### src/hdl/exu_pkg.sv
`default_nettype none

package exu_pkg;

  ////////////////////
  // Widths and sizes
  localparam int XLEN       = 32;
  localparam int RFIDX_W    = 5;
  localparam int RF_NUM     = 32;
  localparam int OITF_DEPTH = 2;
  localparam int ITAG_W     = 1;  // Wide enough to index OITF_DEPTH entries

  ////////////////////
  // Decoded opcode subset
  localparam logic [6:0] OPC_OP    = 7'b0110011;
  localparam logic [6:0] OPC_OPIMM = 7'b0010011;
  localparam logic [6:0] OPC_LOAD  = 7'b0000011;

  localparam logic [2:0] F3_ADD = 3'b000;  // ADD, SUB, ADDI
  localparam logic [2:0] F3_SLT = 3'b010;
  localparam logic [2:0] F3_XOR = 3'b100;
  localparam logic [2:0] F3_OR  = 3'b110;
  localparam logic [2:0] F3_AND = 3'b111;
  localparam logic [2:0] F3_LW  = 3'b010;

  localparam logic [6:0] F7_BASE = 7'b0000000;
  localparam logic [6:0] F7_SUB  = 7'b0100000;

  typedef enum logic [2:0] {
    ALU_ADD,
    ALU_SUB,
    ALU_AND,
    ALU_OR,
    ALU_XOR,
    ALU_SLT
  } alu_op_e;

  ////////////////////
  // Stage payloads
  typedef struct packed {
    alu_op_e              alu_op;
    logic                 use_imm;  // op2 taken from the immediate
    logic                 load;
    logic                 rdwen;
    logic [RFIDX_W-1:0]   rdidx;
    logic                 rs1en;
    logic                 rs2en;
  } dec_info_t;

  typedef struct packed {
    logic [XLEN-1:0]      rs1;
    logic [XLEN-1:0]      rs2;
    logic [XLEN-1:0]      imm;
    dec_info_t            info;
    logic [ITAG_W-1:0]    itag;
  } disp_pkt_t;

  typedef struct packed {
    logic [RFIDX_W-1:0]   rdidx;
    logic [XLEN-1:0]      data;
  } wbck_t;

  typedef struct packed {
    logic [XLEN-1:0]      addr;
    logic [ITAG_W-1:0]    itag;
  } agu_cmd_t;

  typedef struct packed {
    logic [XLEN-1:0]      data;
    logic [ITAG_W-1:0]    itag;
    logic                 err;  // Bus error suppresses the write-back
  } lsu_rsp_t;

endpackage

`default_nettype wire

### src/hdl/exu_decode.sv
`timescale 1ns/1ns
`default_nettype none

module exu_decode import exu_pkg::*; (
  input  wire logic [XLEN-1:0]    i_ir,
  output logic      [RFIDX_W-1:0] o_rs1idx,
  output logic      [RFIDX_W-1:0] o_rs2idx,
  output logic      [XLEN-1:0]    o_imm,
  output dec_info_t               o_info
);

  logic [6:0]         opcode;
  logic [2:0]         funct3;
  logic [6:0]         funct7;
  logic [RFIDX_W-1:0] rdidx;
  logic               legal;
  logic               wen;

  assign opcode = i_ir[6:0];
  assign rdidx  = i_ir[11:7];
  assign funct3 = i_ir[14:12];
  assign funct7 = i_ir[31:25];

  assign o_rs1idx = i_ir[19:15];
  assign o_rs2idx = i_ir[24:20];
  assign o_imm    = {{(XLEN-12){i_ir[31]}}, i_ir[31:20]};  // Sign-extended I-type immediate

  always_comb begin
    o_info = '0;
    legal  = 1'b0;
    wen    = 1'b0;
    case (opcode)
      OPC_OP: begin
        o_info.rs1en = 1'b1;
        o_info.rs2en = 1'b1;
        wen          = 1'b1;
        legal        = 1'b1;
        if (funct7 == F7_SUB && funct3 == F3_ADD) begin
          o_info.alu_op = ALU_SUB;
        end else if (funct7 != F7_BASE) begin
          legal = 1'b0;
        end else begin
          case (funct3)
            F3_ADD:  o_info.alu_op = ALU_ADD;
            F3_SLT:  o_info.alu_op = ALU_SLT;
            F3_XOR:  o_info.alu_op = ALU_XOR;
            F3_OR:   o_info.alu_op = ALU_OR;
            F3_AND:  o_info.alu_op = ALU_AND;
            default: legal = 1'b0;
          endcase
        end
      end
      OPC_OPIMM: begin
        o_info.rs1en   = 1'b1;
        o_info.use_imm = 1'b1;
        wen            = 1'b1;
        legal          = 1'b1;
        case (funct3)
          F3_ADD:  o_info.alu_op = ALU_ADD;
          F3_XOR:  o_info.alu_op = ALU_XOR;
          F3_OR:   o_info.alu_op = ALU_OR;
          F3_AND:  o_info.alu_op = ALU_AND;
          default: legal = 1'b0;  // SLTI and shifts are not decoded
        endcase
      end
      OPC_LOAD: begin
        o_info.rs1en   = 1'b1;
        o_info.use_imm = 1'b1;  // Address is rs1 + imm
        o_info.load    = 1'b1;
        o_info.alu_op  = ALU_ADD;
        wen            = 1'b1;
        legal          = (funct3 == F3_LW);
      end
      default: legal = 1'b0;
    endcase

    // Illegal encodings travel on as bubbles
    o_info.rs1en = o_info.rs1en & legal;
    o_info.rs2en = o_info.rs2en & legal;
    o_info.load  = o_info.load & legal;
    o_info.rdidx = rdidx;
    o_info.rdwen = wen & legal & (rdidx != '0);
  end

endmodule

`default_nettype wire

### src/hdl/exu_regfile.sv
`timescale 1ns/1ns
`default_nettype none

module exu_regfile import exu_pkg::*; (
  input  wire logic               clk,
  input  wire logic               i_rst,
  input  wire logic [RFIDX_W-1:0] i_rs1idx,
  input  wire logic [RFIDX_W-1:0] i_rs2idx,
  output logic      [XLEN-1:0]    o_rs1,
  output logic      [XLEN-1:0]    o_rs2,
  input  wire logic               i_wena,
  input  wire wbck_t              i_wbck
);

  // x0 has no storage
  logic [XLEN-1:0] regs [1:RF_NUM-1];

  always_ff @(posedge clk) begin
    if (i_rst) begin
      for (int i = 1; i < RF_NUM; i++) begin
        regs[i] <= '0;
      end
    end else if (i_wena && i_wbck.rdidx != '0) begin
      regs[i_wbck.rdidx] <= i_wbck.data;
    end
  end

  assign o_rs1 = (i_rs1idx == '0) ? '0 : regs[i_rs1idx];
  assign o_rs2 = (i_rs2idx == '0) ? '0 : regs[i_rs2idx];

endmodule

`default_nettype wire

### src/hdl/exu_oitf.sv
`timescale 1ns/1ns
`default_nettype none

module exu_oitf import exu_pkg::*; (
  input  wire logic               clk,
  input  wire logic               i_rst,
  // Allocation side
  input  wire logic               i_dis_ena,
  input  wire logic [RFIDX_W-1:0] i_dis_rdidx,
  output logic      [ITAG_W-1:0]  o_dis_ptr,
  output logic                    o_full,
  // Retire side
  input  wire logic               i_ret_ena,
  output logic      [ITAG_W-1:0]  o_ret_ptr,
  output logic      [RFIDX_W-1:0] o_ret_rdidx,
  // Hazard lookup
  input  wire logic [RFIDX_W-1:0] i_rs1idx,
  input  wire logic [RFIDX_W-1:0] i_rs2idx,
  input  wire logic [RFIDX_W-1:0] i_rdidx,
  input  wire logic               i_rs1en,
  input  wire logic               i_rs2en,
  output logic                    o_match,
  output logic                    o_empty
);

  logic [OITF_DEPTH-1:0] vld_q;
  logic [RFIDX_W-1:0]    rd_q [OITF_DEPTH];
  logic [ITAG_W-1:0]     alc_ptr;
  logic [ITAG_W-1:0]     ret_ptr;
  logic                  alc_flg;  // Wrap bits tell full from empty
  logic                  ret_flg;
  logic [OITF_DEPTH-1:0] hit;

  always_ff @(posedge clk) begin
    if (i_rst) begin
      alc_ptr <= '0;
      alc_flg <= 1'b0;
      ret_ptr <= '0;
      ret_flg <= 1'b0;
      vld_q   <= '0;
    end else begin
      if (i_dis_ena) begin
        vld_q[alc_ptr] <= 1'b1;
        if (alc_ptr == ITAG_W'(OITF_DEPTH-1)) begin
          alc_ptr <= '0;
          alc_flg <= ~alc_flg;
        end else begin
          alc_ptr <= alc_ptr + 1'b1;
        end
      end
      if (i_ret_ena) begin
        vld_q[ret_ptr] <= 1'b0;
        if (ret_ptr == ITAG_W'(OITF_DEPTH-1)) begin
          ret_ptr <= '0;
          ret_flg <= ~ret_flg;
        end else begin
          ret_ptr <= ret_ptr + 1'b1;
        end
      end
    end
  end

  always_ff @(posedge clk) begin
    if (i_dis_ena) rd_q[alc_ptr] <= i_dis_rdidx;
  end

  // Entries with rd x0 never block anything
  always_comb begin
    for (int i = 0; i < OITF_DEPTH; i++) begin
      hit[i] = vld_q[i] & (rd_q[i] != '0) &
               ((i_rs1en & (rd_q[i] == i_rs1idx)) |
                (i_rs2en & (rd_q[i] == i_rs2idx)) |
                (rd_q[i] == i_rdidx));
    end
  end

  assign o_match     = |hit;
  assign o_empty     = (alc_ptr == ret_ptr) & (alc_flg == ret_flg);
  assign o_full      = (alc_ptr == ret_ptr) & (alc_flg != ret_flg);
  assign o_dis_ptr   = alc_ptr;
  assign o_ret_ptr   = ret_ptr;
  assign o_ret_rdidx = rd_q[ret_ptr];

endmodule

`default_nettype wire

### src/hdl/exu_disp.sv
`timescale 1ns/1ns
`default_nettype none

module exu_disp import exu_pkg::*; (
  input  wire logic               i_valid,
  output logic                    o_ready,
  input  wire dec_info_t          i_info,
  input  wire logic [RFIDX_W-1:0] i_rs1idx,
  input  wire logic [RFIDX_W-1:0] i_rs2idx,
  input  wire logic [XLEN-1:0]    i_imm,
  input  wire logic [XLEN-1:0]    i_rs1,
  input  wire logic [XLEN-1:0]    i_rs2,
  // OITF status
  input  wire logic               i_oitf_match,
  input  wire logic               i_oitf_full,
  input  wire logic [ITAG_W-1:0]  i_oitf_ptr,
  output logic                    o_oitf_ena,
  // Result still held in the ALU stage
  input  wire logic [RFIDX_W-1:0] i_alu_busy_rd,
  input  wire logic               i_alu_busy_vld,
  // To ALU stage
  output logic                    o_disp_valid,
  input  wire logic               i_disp_ready,
  output disp_pkt_t               o_disp_pkt
);

  logic alu_hazard;
  logic stall;

  // The pending ALU result is not in the register file yet
  assign alu_hazard = i_alu_busy_vld &
                      ((i_info.rs1en & (i_rs1idx == i_alu_busy_rd)) |
                       (i_info.rs2en & (i_rs2idx == i_alu_busy_rd)) |
                       (i_info.rdidx == i_alu_busy_rd));

  assign stall = i_oitf_match | (i_info.load & i_oitf_full) | alu_hazard;

  assign o_disp_valid = i_valid & ~stall;
  assign o_ready      = o_disp_valid & i_disp_ready;
  assign o_oitf_ena   = o_ready & i_info.load;  // One entry per dispatched load

  always_comb begin
    o_disp_pkt.rs1  = i_rs1;
    o_disp_pkt.rs2  = i_rs2;
    o_disp_pkt.imm  = i_imm;
    o_disp_pkt.info = i_info;
    o_disp_pkt.itag = i_oitf_ptr;
  end

endmodule

`default_nettype wire

### src/hdl/exu_alu.sv
`timescale 1ns/1ns
`default_nettype none

module exu_alu import exu_pkg::*; (
  input  wire logic               clk,
  input  wire logic               i_rst,
  input  wire logic               i_disp_valid,
  output logic                    o_disp_ready,
  input  wire disp_pkt_t          i_disp_pkt,
  output logic                    o_busy_vld,
  output logic      [RFIDX_W-1:0] o_busy_rd,
  // Result to write-back
  output logic                    o_wbck_valid,
  output wbck_t                   o_wbck,
  input  wire logic               i_wbck_grant,
  // Load command to the load unit
  output logic                    o_agu_valid,
  output agu_cmd_t                o_agu_cmd,
  input  wire logic               i_agu_ready
);

  logic [XLEN-1:0]    op2;
  logic [XLEN-1:0]    res;
  logic               take;
  logic               drain;
  logic               r_valid;
  logic               r_load;
  logic [RFIDX_W-1:0] r_rdidx;
  logic [XLEN-1:0]    r_data;  // Result, or load address
  logic [ITAG_W-1:0]  r_itag;

  assign op2 = i_disp_pkt.info.use_imm ? i_disp_pkt.imm : i_disp_pkt.rs2;

  always_comb begin
    case (i_disp_pkt.info.alu_op)
      ALU_SUB: res = i_disp_pkt.rs1 - op2;
      ALU_AND: res = i_disp_pkt.rs1 & op2;
      ALU_OR:  res = i_disp_pkt.rs1 | op2;
      ALU_XOR: res = i_disp_pkt.rs1 ^ op2;
      ALU_SLT: res = {{(XLEN-1){1'b0}}, $signed(i_disp_pkt.rs1) < $signed(op2)};
      default: res = i_disp_pkt.rs1 + op2;  // ADD and load address
    endcase
  end

  ////////////////////
  // Output register
  assign drain        = r_valid & (r_load ? i_agu_ready : i_wbck_grant);
  assign o_disp_ready = ~r_valid | drain;
  assign take         = i_disp_valid & o_disp_ready;

  always_ff @(posedge clk) begin
    if (i_rst) begin
      r_valid <= 1'b0;
    end else if (take) begin
      // Packets with nothing to do are dropped here
      r_valid <= i_disp_pkt.info.load | i_disp_pkt.info.rdwen;
    end else if (drain) begin
      r_valid <= 1'b0;
    end
  end

  always_ff @(posedge clk) begin
    if (take) begin
      r_load  <= i_disp_pkt.info.load;
      r_rdidx <= i_disp_pkt.info.rdidx;
      r_data  <= res;
      r_itag  <= i_disp_pkt.itag;
    end
  end

  assign o_wbck_valid   = r_valid & ~r_load;
  assign o_wbck.rdidx   = r_rdidx;
  assign o_wbck.data    = r_data;
  assign o_agu_valid    = r_valid & r_load;
  assign o_agu_cmd.addr = r_data;
  assign o_agu_cmd.itag = r_itag;
  assign o_busy_vld     = o_wbck_valid;  // Only results block dispatch
  assign o_busy_rd      = r_rdidx;

endmodule

`default_nettype wire

### src/hdl/exu_wbck.sv
`timescale 1ns/1ns
`default_nettype none

module exu_wbck import exu_pkg::*; (
  // Load responses
  input  wire logic               i_lsu_valid,
  output logic                    o_lsu_ready,
  input  wire lsu_rsp_t           i_lsu_rsp,
  // OITF head
  input  wire logic [ITAG_W-1:0]  i_ret_ptr,
  input  wire logic [RFIDX_W-1:0] i_ret_rdidx,
  // ALU results
  input  wire logic               i_alu_valid,
  input  wire wbck_t              i_alu_wbck,
  output logic                    o_alu_grant,
  output logic                    o_ret_ena,
  // Register file port
  output logic                    o_rf_wena,
  output wbck_t                   o_rf_wbck
);

  logic lsu_hit;

  // Only the oldest outstanding load may answer
  assign lsu_hit     = i_lsu_valid & (i_lsu_rsp.itag == i_ret_ptr);
  assign o_lsu_ready = lsu_hit;
  assign o_ret_ena   = lsu_hit;  // Retires on error too

  assign o_alu_grant = i_alu_valid & ~lsu_hit;  // Long pipe wins

  assign o_rf_wena = lsu_hit ? (~i_lsu_rsp.err & (i_ret_rdidx != '0)) : i_alu_valid;

  always_comb begin
    o_rf_wbck = i_alu_wbck;
    if (lsu_hit) begin
      o_rf_wbck.rdidx = i_ret_rdidx;
      o_rf_wbck.data  = i_lsu_rsp.data;
    end
  end

endmodule

`default_nettype wire

### src/hdl/exu.sv
`timescale 1ns/1ns
`default_nettype none

module exu import exu_pkg::*; (
  input  wire logic            clk,
  input  wire logic            i_rst,
  // Instruction in
  input  wire logic            i_valid,
  output logic                 o_ready,
  input  wire logic [XLEN-1:0] i_ir,
  // Load command
  output logic                 o_agu_valid,
  output agu_cmd_t             o_agu_cmd,
  input  wire logic            i_agu_ready,
  // Load response
  input  wire logic            i_lsu_valid,
  output logic                 o_lsu_ready,
  input  wire lsu_rsp_t        i_lsu_rsp,
  // Register write
  output logic                 o_rf_wbck_ena,
  output wbck_t                o_rf_wbck,
  output logic                 o_oitf_empty,
  output logic                 o_exu_active
);

  logic [RFIDX_W-1:0] dec_rs1idx;
  logic [RFIDX_W-1:0] dec_rs2idx;
  logic [XLEN-1:0]    dec_imm;
  dec_info_t          dec_info;
  logic [XLEN-1:0]    rf_rs1;
  logic [XLEN-1:0]    rf_rs2;

  logic               oitf_ena;
  logic [ITAG_W-1:0]  oitf_dis_ptr;
  logic               oitf_full;
  logic               oitf_match;
  logic               oitf_ret_ena;
  logic [ITAG_W-1:0]  oitf_ret_ptr;
  logic [RFIDX_W-1:0] oitf_ret_rdidx;

  logic               disp_valid;
  logic               disp_ready;
  disp_pkt_t          disp_pkt;
  logic               alu_busy_vld;
  logic [RFIDX_W-1:0] alu_busy_rd;
  logic               alu_wbck_valid;
  wbck_t              alu_wbck;
  logic               alu_grant;

  ////////////////////
  // Decode and operands
  exu_decode u_exu_decode (
    .i_ir     (i_ir),
    .o_rs1idx (dec_rs1idx),
    .o_rs2idx (dec_rs2idx),
    .o_imm    (dec_imm),
    .o_info   (dec_info)
  );

  exu_regfile u_exu_regfile (
    .clk      (clk),
    .i_rst    (i_rst),
    .i_rs1idx (dec_rs1idx),
    .i_rs2idx (dec_rs2idx),
    .o_rs1    (rf_rs1),
    .o_rs2    (rf_rs2),
    .i_wena   (o_rf_wbck_ena),
    .i_wbck   (o_rf_wbck)
  );

  exu_oitf u_exu_oitf (
    .clk         (clk),
    .i_rst       (i_rst),
    .i_dis_ena   (oitf_ena),
    .i_dis_rdidx (dec_info.rdidx),
    .o_dis_ptr   (oitf_dis_ptr),
    .o_full      (oitf_full),
    .i_ret_ena   (oitf_ret_ena),
    .o_ret_ptr   (oitf_ret_ptr),
    .o_ret_rdidx (oitf_ret_rdidx),
    .i_rs1idx    (dec_rs1idx),
    .i_rs2idx    (dec_rs2idx),
    .i_rdidx     (dec_info.rdidx),
    .i_rs1en     (dec_info.rs1en),
    .i_rs2en     (dec_info.rs2en),
    .o_match     (oitf_match),
    .o_empty     (o_oitf_empty)
  );

  ////////////////////
  // Dispatch and ALU
  exu_disp u_exu_disp (
    .i_valid        (i_valid),
    .o_ready        (o_ready),
    .i_info         (dec_info),
    .i_rs1idx       (dec_rs1idx),
    .i_rs2idx       (dec_rs2idx),
    .i_imm          (dec_imm),
    .i_rs1          (rf_rs1),
    .i_rs2          (rf_rs2),
    .i_oitf_match   (oitf_match),
    .i_oitf_full    (oitf_full),
    .i_oitf_ptr     (oitf_dis_ptr),
    .o_oitf_ena     (oitf_ena),
    .i_alu_busy_rd  (alu_busy_rd),
    .i_alu_busy_vld (alu_busy_vld),
    .o_disp_valid   (disp_valid),
    .i_disp_ready   (disp_ready),
    .o_disp_pkt     (disp_pkt)
  );

  exu_alu u_exu_alu (
    .clk          (clk),
    .i_rst        (i_rst),
    .i_disp_valid (disp_valid),
    .o_disp_ready (disp_ready),
    .i_disp_pkt   (disp_pkt),
    .o_busy_vld   (alu_busy_vld),
    .o_busy_rd    (alu_busy_rd),
    .o_wbck_valid (alu_wbck_valid),
    .o_wbck       (alu_wbck),
    .i_wbck_grant (alu_grant),
    .o_agu_valid  (o_agu_valid),
    .o_agu_cmd    (o_agu_cmd),
    .i_agu_ready  (i_agu_ready)
  );

  exu_wbck u_exu_wbck (
    .i_lsu_valid (i_lsu_valid),
    .o_lsu_ready (o_lsu_ready),
    .i_lsu_rsp   (i_lsu_rsp),
    .i_ret_ptr   (oitf_ret_ptr),
    .i_ret_rdidx (oitf_ret_rdidx),
    .i_alu_valid (alu_wbck_valid),
    .i_alu_wbck  (alu_wbck),
    .o_alu_grant (alu_grant),
    .o_ret_ena   (oitf_ret_ena),
    .o_rf_wena   (o_rf_wbck_ena),
    .o_rf_wbck   (o_rf_wbck)
  );

  assign o_exu_active = ~o_oitf_empty | i_valid;  // Loads in flight keep the stage awake

endmodule

`default_nettype wire

### config.mk
export PLATFORM = sky130hd
export DESIGN_NAME = exu
export DESIGN_NICKNAME = d
export VERILOG_FILES = /design/src/hdl/exu_pkg.sv /design/src/hdl/exu_decode.sv /design/src/hdl/exu_regfile.sv /design/src/hdl/exu_oitf.sv /design/src/hdl/exu_disp.sv /design/src/hdl/exu_alu.sv /design/src/hdl/exu_wbck.sv /design/src/hdl/exu.sv
export SDC_FILE = /design/constraint.sdc
export NUM_CORES = 2
export LEC_CHECK = 0
export BUFFER_PORTS_ARGS = -buffer_cell sky130_fd_sc_hd__buf_2
export CAP_MARGIN = 10
export CORE_UTILIZATION = 51
export DETAILED_ROUTE_END_ITERATION = 10
export PLACE_DENSITY = 0.71
export SLEW_MARGIN = 5
export SYNTH_ARGS = -nofsm -noshare
export SYNTH_HDL_FRONTEND = slang
export SYNTH_HIERARCHICAL = 1
export SYNTH_SLANG_ARGS = --single-unit
### constraint.sdc
create_clock -name clk -period 6.2 [get_ports clk]
set_input_delay 0.62 -clock clk [delete_from_list [all_inputs] [get_ports clk]]
set_output_delay 0.62 -clock clk [all_outputs]
set_load 0.02 [all_outputs]
== Word level (Yosys, flattened, before mapping) ==
Memories as Yosys holds them, arrays and structs flattened. A register that Yosys moved wholly into a read port is not among the register bits.
Cells that the tools add are included.
Word-level totals
  flip-flop bits (word level): 46
  bits in writable memories: 1002
  output and inout port bits: 76
  word-level logic and storage cells: 165
  memories: 2
Cells by class
  add/sub/neg operators: 4
  order comparisons: 5
  eq/ne operators: 26
  muxes and demuxes: 44
  bitwise logic cells: 52
  reduce and logical (&&, ||, !) cells: 22
Memories
  u_exu_regfile.regs: words 31, width 32, rd ports 2, clocked after memory_dff 0, write ports 31, line exu_regfile.sv:16  | logic [XLEN-1:0] regs [1:RF_NUM-1];
  u_exu_oitf.rd_q: words 2, width 5, rd ports 3, clocked after memory_dff 1, write ports 1, line exu_oitf.sv:27  | logic [RFIDX_W-1:0] rd_q [OITF_DEPTH];
Operators with widths (count)
  case mux 32 bit (5 select lines): 1
  two-way mux 32 bit: 4
  == test 5 bit: 9
  two-way mux 37 bit: 1
  adder 32 bit: 1
  bitwise AND 32 bit: 1
  less-than comparator 32 bit: 1
  bitwise OR 32 bit: 1
  OR reduction 32 bit: 1
  subtractor 32 bit: 1
  bitwise XOR 32 bit: 1
  bitwise AND 1 bit: 27
  two-way mux 1 bit: 26
  nonzero test 5 bit: 5
  == test 3 bit, second input constant: 5
  == test 7 x 6 -> 1 bit, second input constant: 2
  case mux 3 bit (4 select lines): 1
  bitwise OR 1 bit: 11
  logical NOT 5 bit: 2
  == test 3 x 2 -> 1 bit, second input constant: 3
  case mux 3 bit (3 select lines): 1
  inverter 1 bit: 8
  == test 7 x 2 -> 1 bit, second input constant: 1
  == test 7 x 5 -> 1 bit, second input constant: 1
  24 further kinds: 38

== Depth between registers and ports, before layout ==
  word-level depth: 22
  gate-level depth with buffers: 26
  mapped depth without buffers: 18

== Modules after synthesis ==
Netlist, hierarchy kept.
By module, submodules not included
  exu_regfile: times used 1, cells an instance 3765, area an instance 54631.1 µm²
  exu_alu: times used 1, cells an instance 999, area an instance 7581.0 µm²
  exu_disp: times used 1, cells an instance 139, area an instance 1052.3 µm²
  exu_oitf: times used 1, cells an instance 92, area an instance 1004.7 µm²
  exu_wbck: times used 1, cells an instance 50, area an instance 661.9 µm²
  exu_decode: times used 1, cells an instance 83, area an instance 606.8 µm²
  exu: times used 1, cells an instance 1, area an instance 6.3 µm²

== Least setup slack after synthesis ==
OpenSTA, ideal clock, no wires.
  path type: input port to flip-flop
  start point: input i_ir[22]
  end point: register u_exu_alu.r_data[16], data pin
  setup time: 271 ps
  arrival time: 4911 ps
  data required time: 5929 ps
  slack: 1018 ps
  stages: 22
  buffers on the path: 7
  cells stage by stage: buf_4 buf_2 buf_2 buf_1 mux4_2 a22o_1 a2111oi_0 nor3_1 buf_4 mux2i_1 inv_1 ha_1 clkbuf_1 nand4_1 a2111o_1 and3_1 clkbuf_1 o21bai_1 a21oi_1 xnor2_1 a222oi_1 o21ai_0
On the way
  cells in the longest elaborated chain, start to end: 5
Ends and longest elaborated chain
  start, declared: line exu.sv:10  | input wire logic [XLEN-1:0] i_ir,
  memory read (31 x 32 bit) or logical NOT 5 bit (tied branches)
  two-way mux 32 bit (*): line exu_regfile.sv:29  | assign o_rs2 = (i_rs2idx == '0) ? '0 : regs[i_rs2idx];
  net rf_rs2[7]: line exu.sv:31  | logic [XLEN-1:0] rf_rs2;
  two-way mux 32 bit (*): line exu_alu.sv:32  | assign op2 = i_disp_pkt.info.use_imm ? i_disp_pkt.imm : i_disp_pkt.rs2;
  adder 32 bit or subtractor 32 bit (tied branches): line exu_alu.sv:41, exu_alu.sv:36
  case mux 32 bit (5 select lines) (*): line exu_alu.sv:35  | case (i_disp_pkt.info.alu_op)
  net u_exu_alu.res[16]: line exu_alu.sv:23  | logic [XLEN-1:0] res;
  end signal, assigned: line exu_alu.sv:66  | r_data <= res;
  end, declared: line exu_alu.sv:29  | logic [XLEN-1:0] r_data;
Mark *: on every way through the listed nets, which the timed path passes. The rest lies on a longest branch.
A chain may end at the register's enable or synchronous reset.

== Worst setup path after layout ==
  start point: input i_ir[16]
  end point: register u_exu_alu.r_data[29], data pin
On the way
  cells in the longest elaborated chain, start to end: 4
Ends and longest elaborated chain
  memory read (31 x 32 bit) or logical NOT 5 bit (tied branches)
  two-way mux 32 bit (*): line exu_regfile.sv:28  | assign o_rs1 = (i_rs1idx == '0) ? '0 : regs[i_rs1idx];
  net rf_rs1[3]: line exu.sv:30  | logic [XLEN-1:0] rf_rs1;
  adder 32 bit or subtractor 32 bit (tied branches): line exu_alu.sv:41, exu_alu.sv:36
  case mux 32 bit (5 select lines) (*): line exu_alu.sv:35
  net u_exu_alu.res[29]: line exu_alu.sv:23
Marked as above.

==> flow_metrics.env <==
export IMPL_postCtsSetupBuffers=0
export IMPL_die_height_um=360.5
export IMPL_rsz0062_at_grt="false"
export IMPL_drc=0
export IMPL_peakVddDrop_uv=246.2
export IMPL_grt_start_max_net_pins=70
export IMPL_grt_ovfl_total=0
export IMPL_whs_ns=0.1770
export IMPL_htree_levels=3
export IMPL_end_kind="flip-flop"
export IMPL_hold_violations=0
export IMPL_place_port_buffers=146
export IMPL_netlist_area_um2=65530
export IMPL_gp_congestion=0.9720
export IMPL_coreArea_um2=127500
export IMPL_fill_cells=10090
export IMPL_required_ns=6.77
export IMPL_hold_path_class="in -> reg"
export IMPL_finalCritPeriodShare=0.8958
export IMPL_path_class="in -> reg"
export IMPL_clk_pin_slew_ns=0.06
export IMPL_setup_tns_ns=0
export IMPL_antenna_found_initial=6
export IMPL_drtPass1Iterations=6
export IMPL_grt_pass1_vias=45230
export IMPL_slew_violations=0
export IMPL_ios=147
export IMPL_cp_arrival_ns=6.12
export IMPL_rows=131
export IMPL_cts_tree="yes"
export IMPL_cp_cell_sequence="buf_8, buf_4, mux4_2, a211oi_1, nor4_1, ha_1, o211ai_1, o21ai_2, a31oi_1, buf_4, o211ai_2, nand2_1, o31ai_2, o31ai_1, or3_1, o211ai_1"
export IMPL_whs_path_depth=1
export IMPL_dieArea_um2=129900
export IMPL_timing_fmax_ghz=0.1801
export IMPL_dp_hpwl_mm=148.2
export IMPL_root_buffer="clkbuf_16"
export IMPL_drt_iter0_drc=7219
export IMPL_relSlewSlack=0.1360
export IMPL_initial_core_util=0.5139
export IMPL_via_per_inst=6.725
export IMPL_syn_area_per_cell_um2=12.78
export IMPL_clk_latency_ns=0.76
export IMPL_cp_slowest_cell="a211oi_1"
export IMPL_wl_per_cell_um=32.73
export IMPL_routed_wl_mm=225.0
export IMPL_fin_util=0.5638
export IMPL_worstPathMaxFanout=55
export IMPL_cts_buffers=116
export IMPL_p_leak_nw=27.37
export IMPL_drt_antenna_violating_nets=0
export IMPL_cts_sinks=1081
export IMPL_ctsResizeCount=0
export IMPL_synthCells=5127
export IMPL_grt_pass1_wl_mm=318.6
export IMPL_final_layout_size_suffix_gt1_frac=0.2337
export IMPL_cp_start_kind="primary input"
export IMPL_fin_crit_ns=5.554
export IMPL_track_usage=0.3397
export IMPL_holdBufCountCts=0
export IMPL_cellPowerDensity_nw_per_um2=280.9
export IMPL_cts_buffer_depth=3
export IMPL_die_x_um=360.5
export IMPL_vias=46240
export IMPL_area_growth_pct=9.725
export IMPL_skew_ns=0.05971
export IMPL_drv_cap=0
export IMPL_max_stage_delay_ns=0.82
export IMPL_rr_worst_depth=18
export IMPL_setup_viol=0
export IMPL_ys_warn_count=6
export IMPL_status="finished clean"
export IMPL_fin_nets=5283
export IMPL_max_slew_worst_pin_slew_ns=1.296
[per-layer routing]
| metal | up-vias | track usage | routed length (um) |
|---|---|---|---|
| met3 | 666 | 0.08231 | 28090 |
| met2 | 3348 | 0.5395 | 102900 |
| met4 | 4 | 0.1571 | 11550 |
| li1 | 18990 | - | - |
| met1 | 23240 | 0.4407 | 82500 |
| met5 | - | 0 | 30 |
[stage by stage]
| stage | power (mW) | setup WS [ns] | cell area (um^2) | std cells |
|---|---|---|---|---|
| after detailed placement | 13.17 | 0.1008 | 68050 | 6649 |
| final | 20.20 | 0.6460 | 71900 | 6876 |
| after global routing | 20.72 | 0.5247 | 71880 | 6866 |
| after global placement | 13.12 | 0.03082 | 68050 | 6649 |
| after floorplan | 11.62 | 1.018 | 65650 | 5158 |
| after CTS | 20.11 | 0.8558 | 71870 | 6865 |
[flip-flops by register name (all words and copies together) (netlist names), 2 cells and up, named ones only]
signal	cells
u_exu_oitf/vld_q	2
u_exu_alu/r_data	32
u_exu_regfile/regs	1024
u_exu_alu/o_busy_rd	5
u_exu_oitf/rd_q	10
[power by group]
part,internal [mW],switching [mW]
combinational,1.57,2.92
sequential,8.42,0.238
clock,3.99,3.06
total,14.0,6.21
[path summary, 6_finish.rpt]
check | slack, ns | from | endpoint
max | 0.65 | i_ir[16] | u_exu_alu/r_data[29]
min | 0.18 | i_ir[9] | u_exu_alu/o_busy_rd[2]
max reg2reg | 0.94 | u_exu_regfile/regs[26][4] | u_exu_alu/r_data[29]
min reg2reg | 0.47 | u_exu_oitf/vld_q[1] | u_exu_oitf/vld_q[1]
[placed cells by master, fill, tap and decap left out, types with 81 or more instances in the layout]
cell type and count:
clkbuf_16 118, edfxtp_1 1073, buf_2 141, a22oi_1 115
inv_1 101, ha_1 104, buf_4 316, mux4_2 356
mux2i_1 362, and2_1 998, nand2_1 81, nor2_1 107
a21oi_1 156
[area by class of cell]
class | instances | area (um^2) | share of cell area
Clock buffer | 138 | 3028 | 0.04211
Clock inverter | 78 | 790.8 | 0.01100
Timing Repair Buffer | 490 | 3706 | 0.05154
Inverter | 107 | 401.6 | 0.005586
Multi-Input combinational cell | 3310 | 29490 | 0.4101
Sequential cell | 1081 | 32380 | 0.4504
Tap cell | 1662 | 2079 | 0.02892
Antenna cell | 10 | 25.02 | 0.0003480
[critical path, delay by kind of cell]
kind | cells | cell delay [ns]
simple gates | 3 | 0.93
compound gates | 8 | 2.28
mux | 1 | 0.53
fa+ha+maj | 1 | 0.50
buf+inv | 3 | 1.16
No activity file was read; power rests on OpenSTA's default activity.
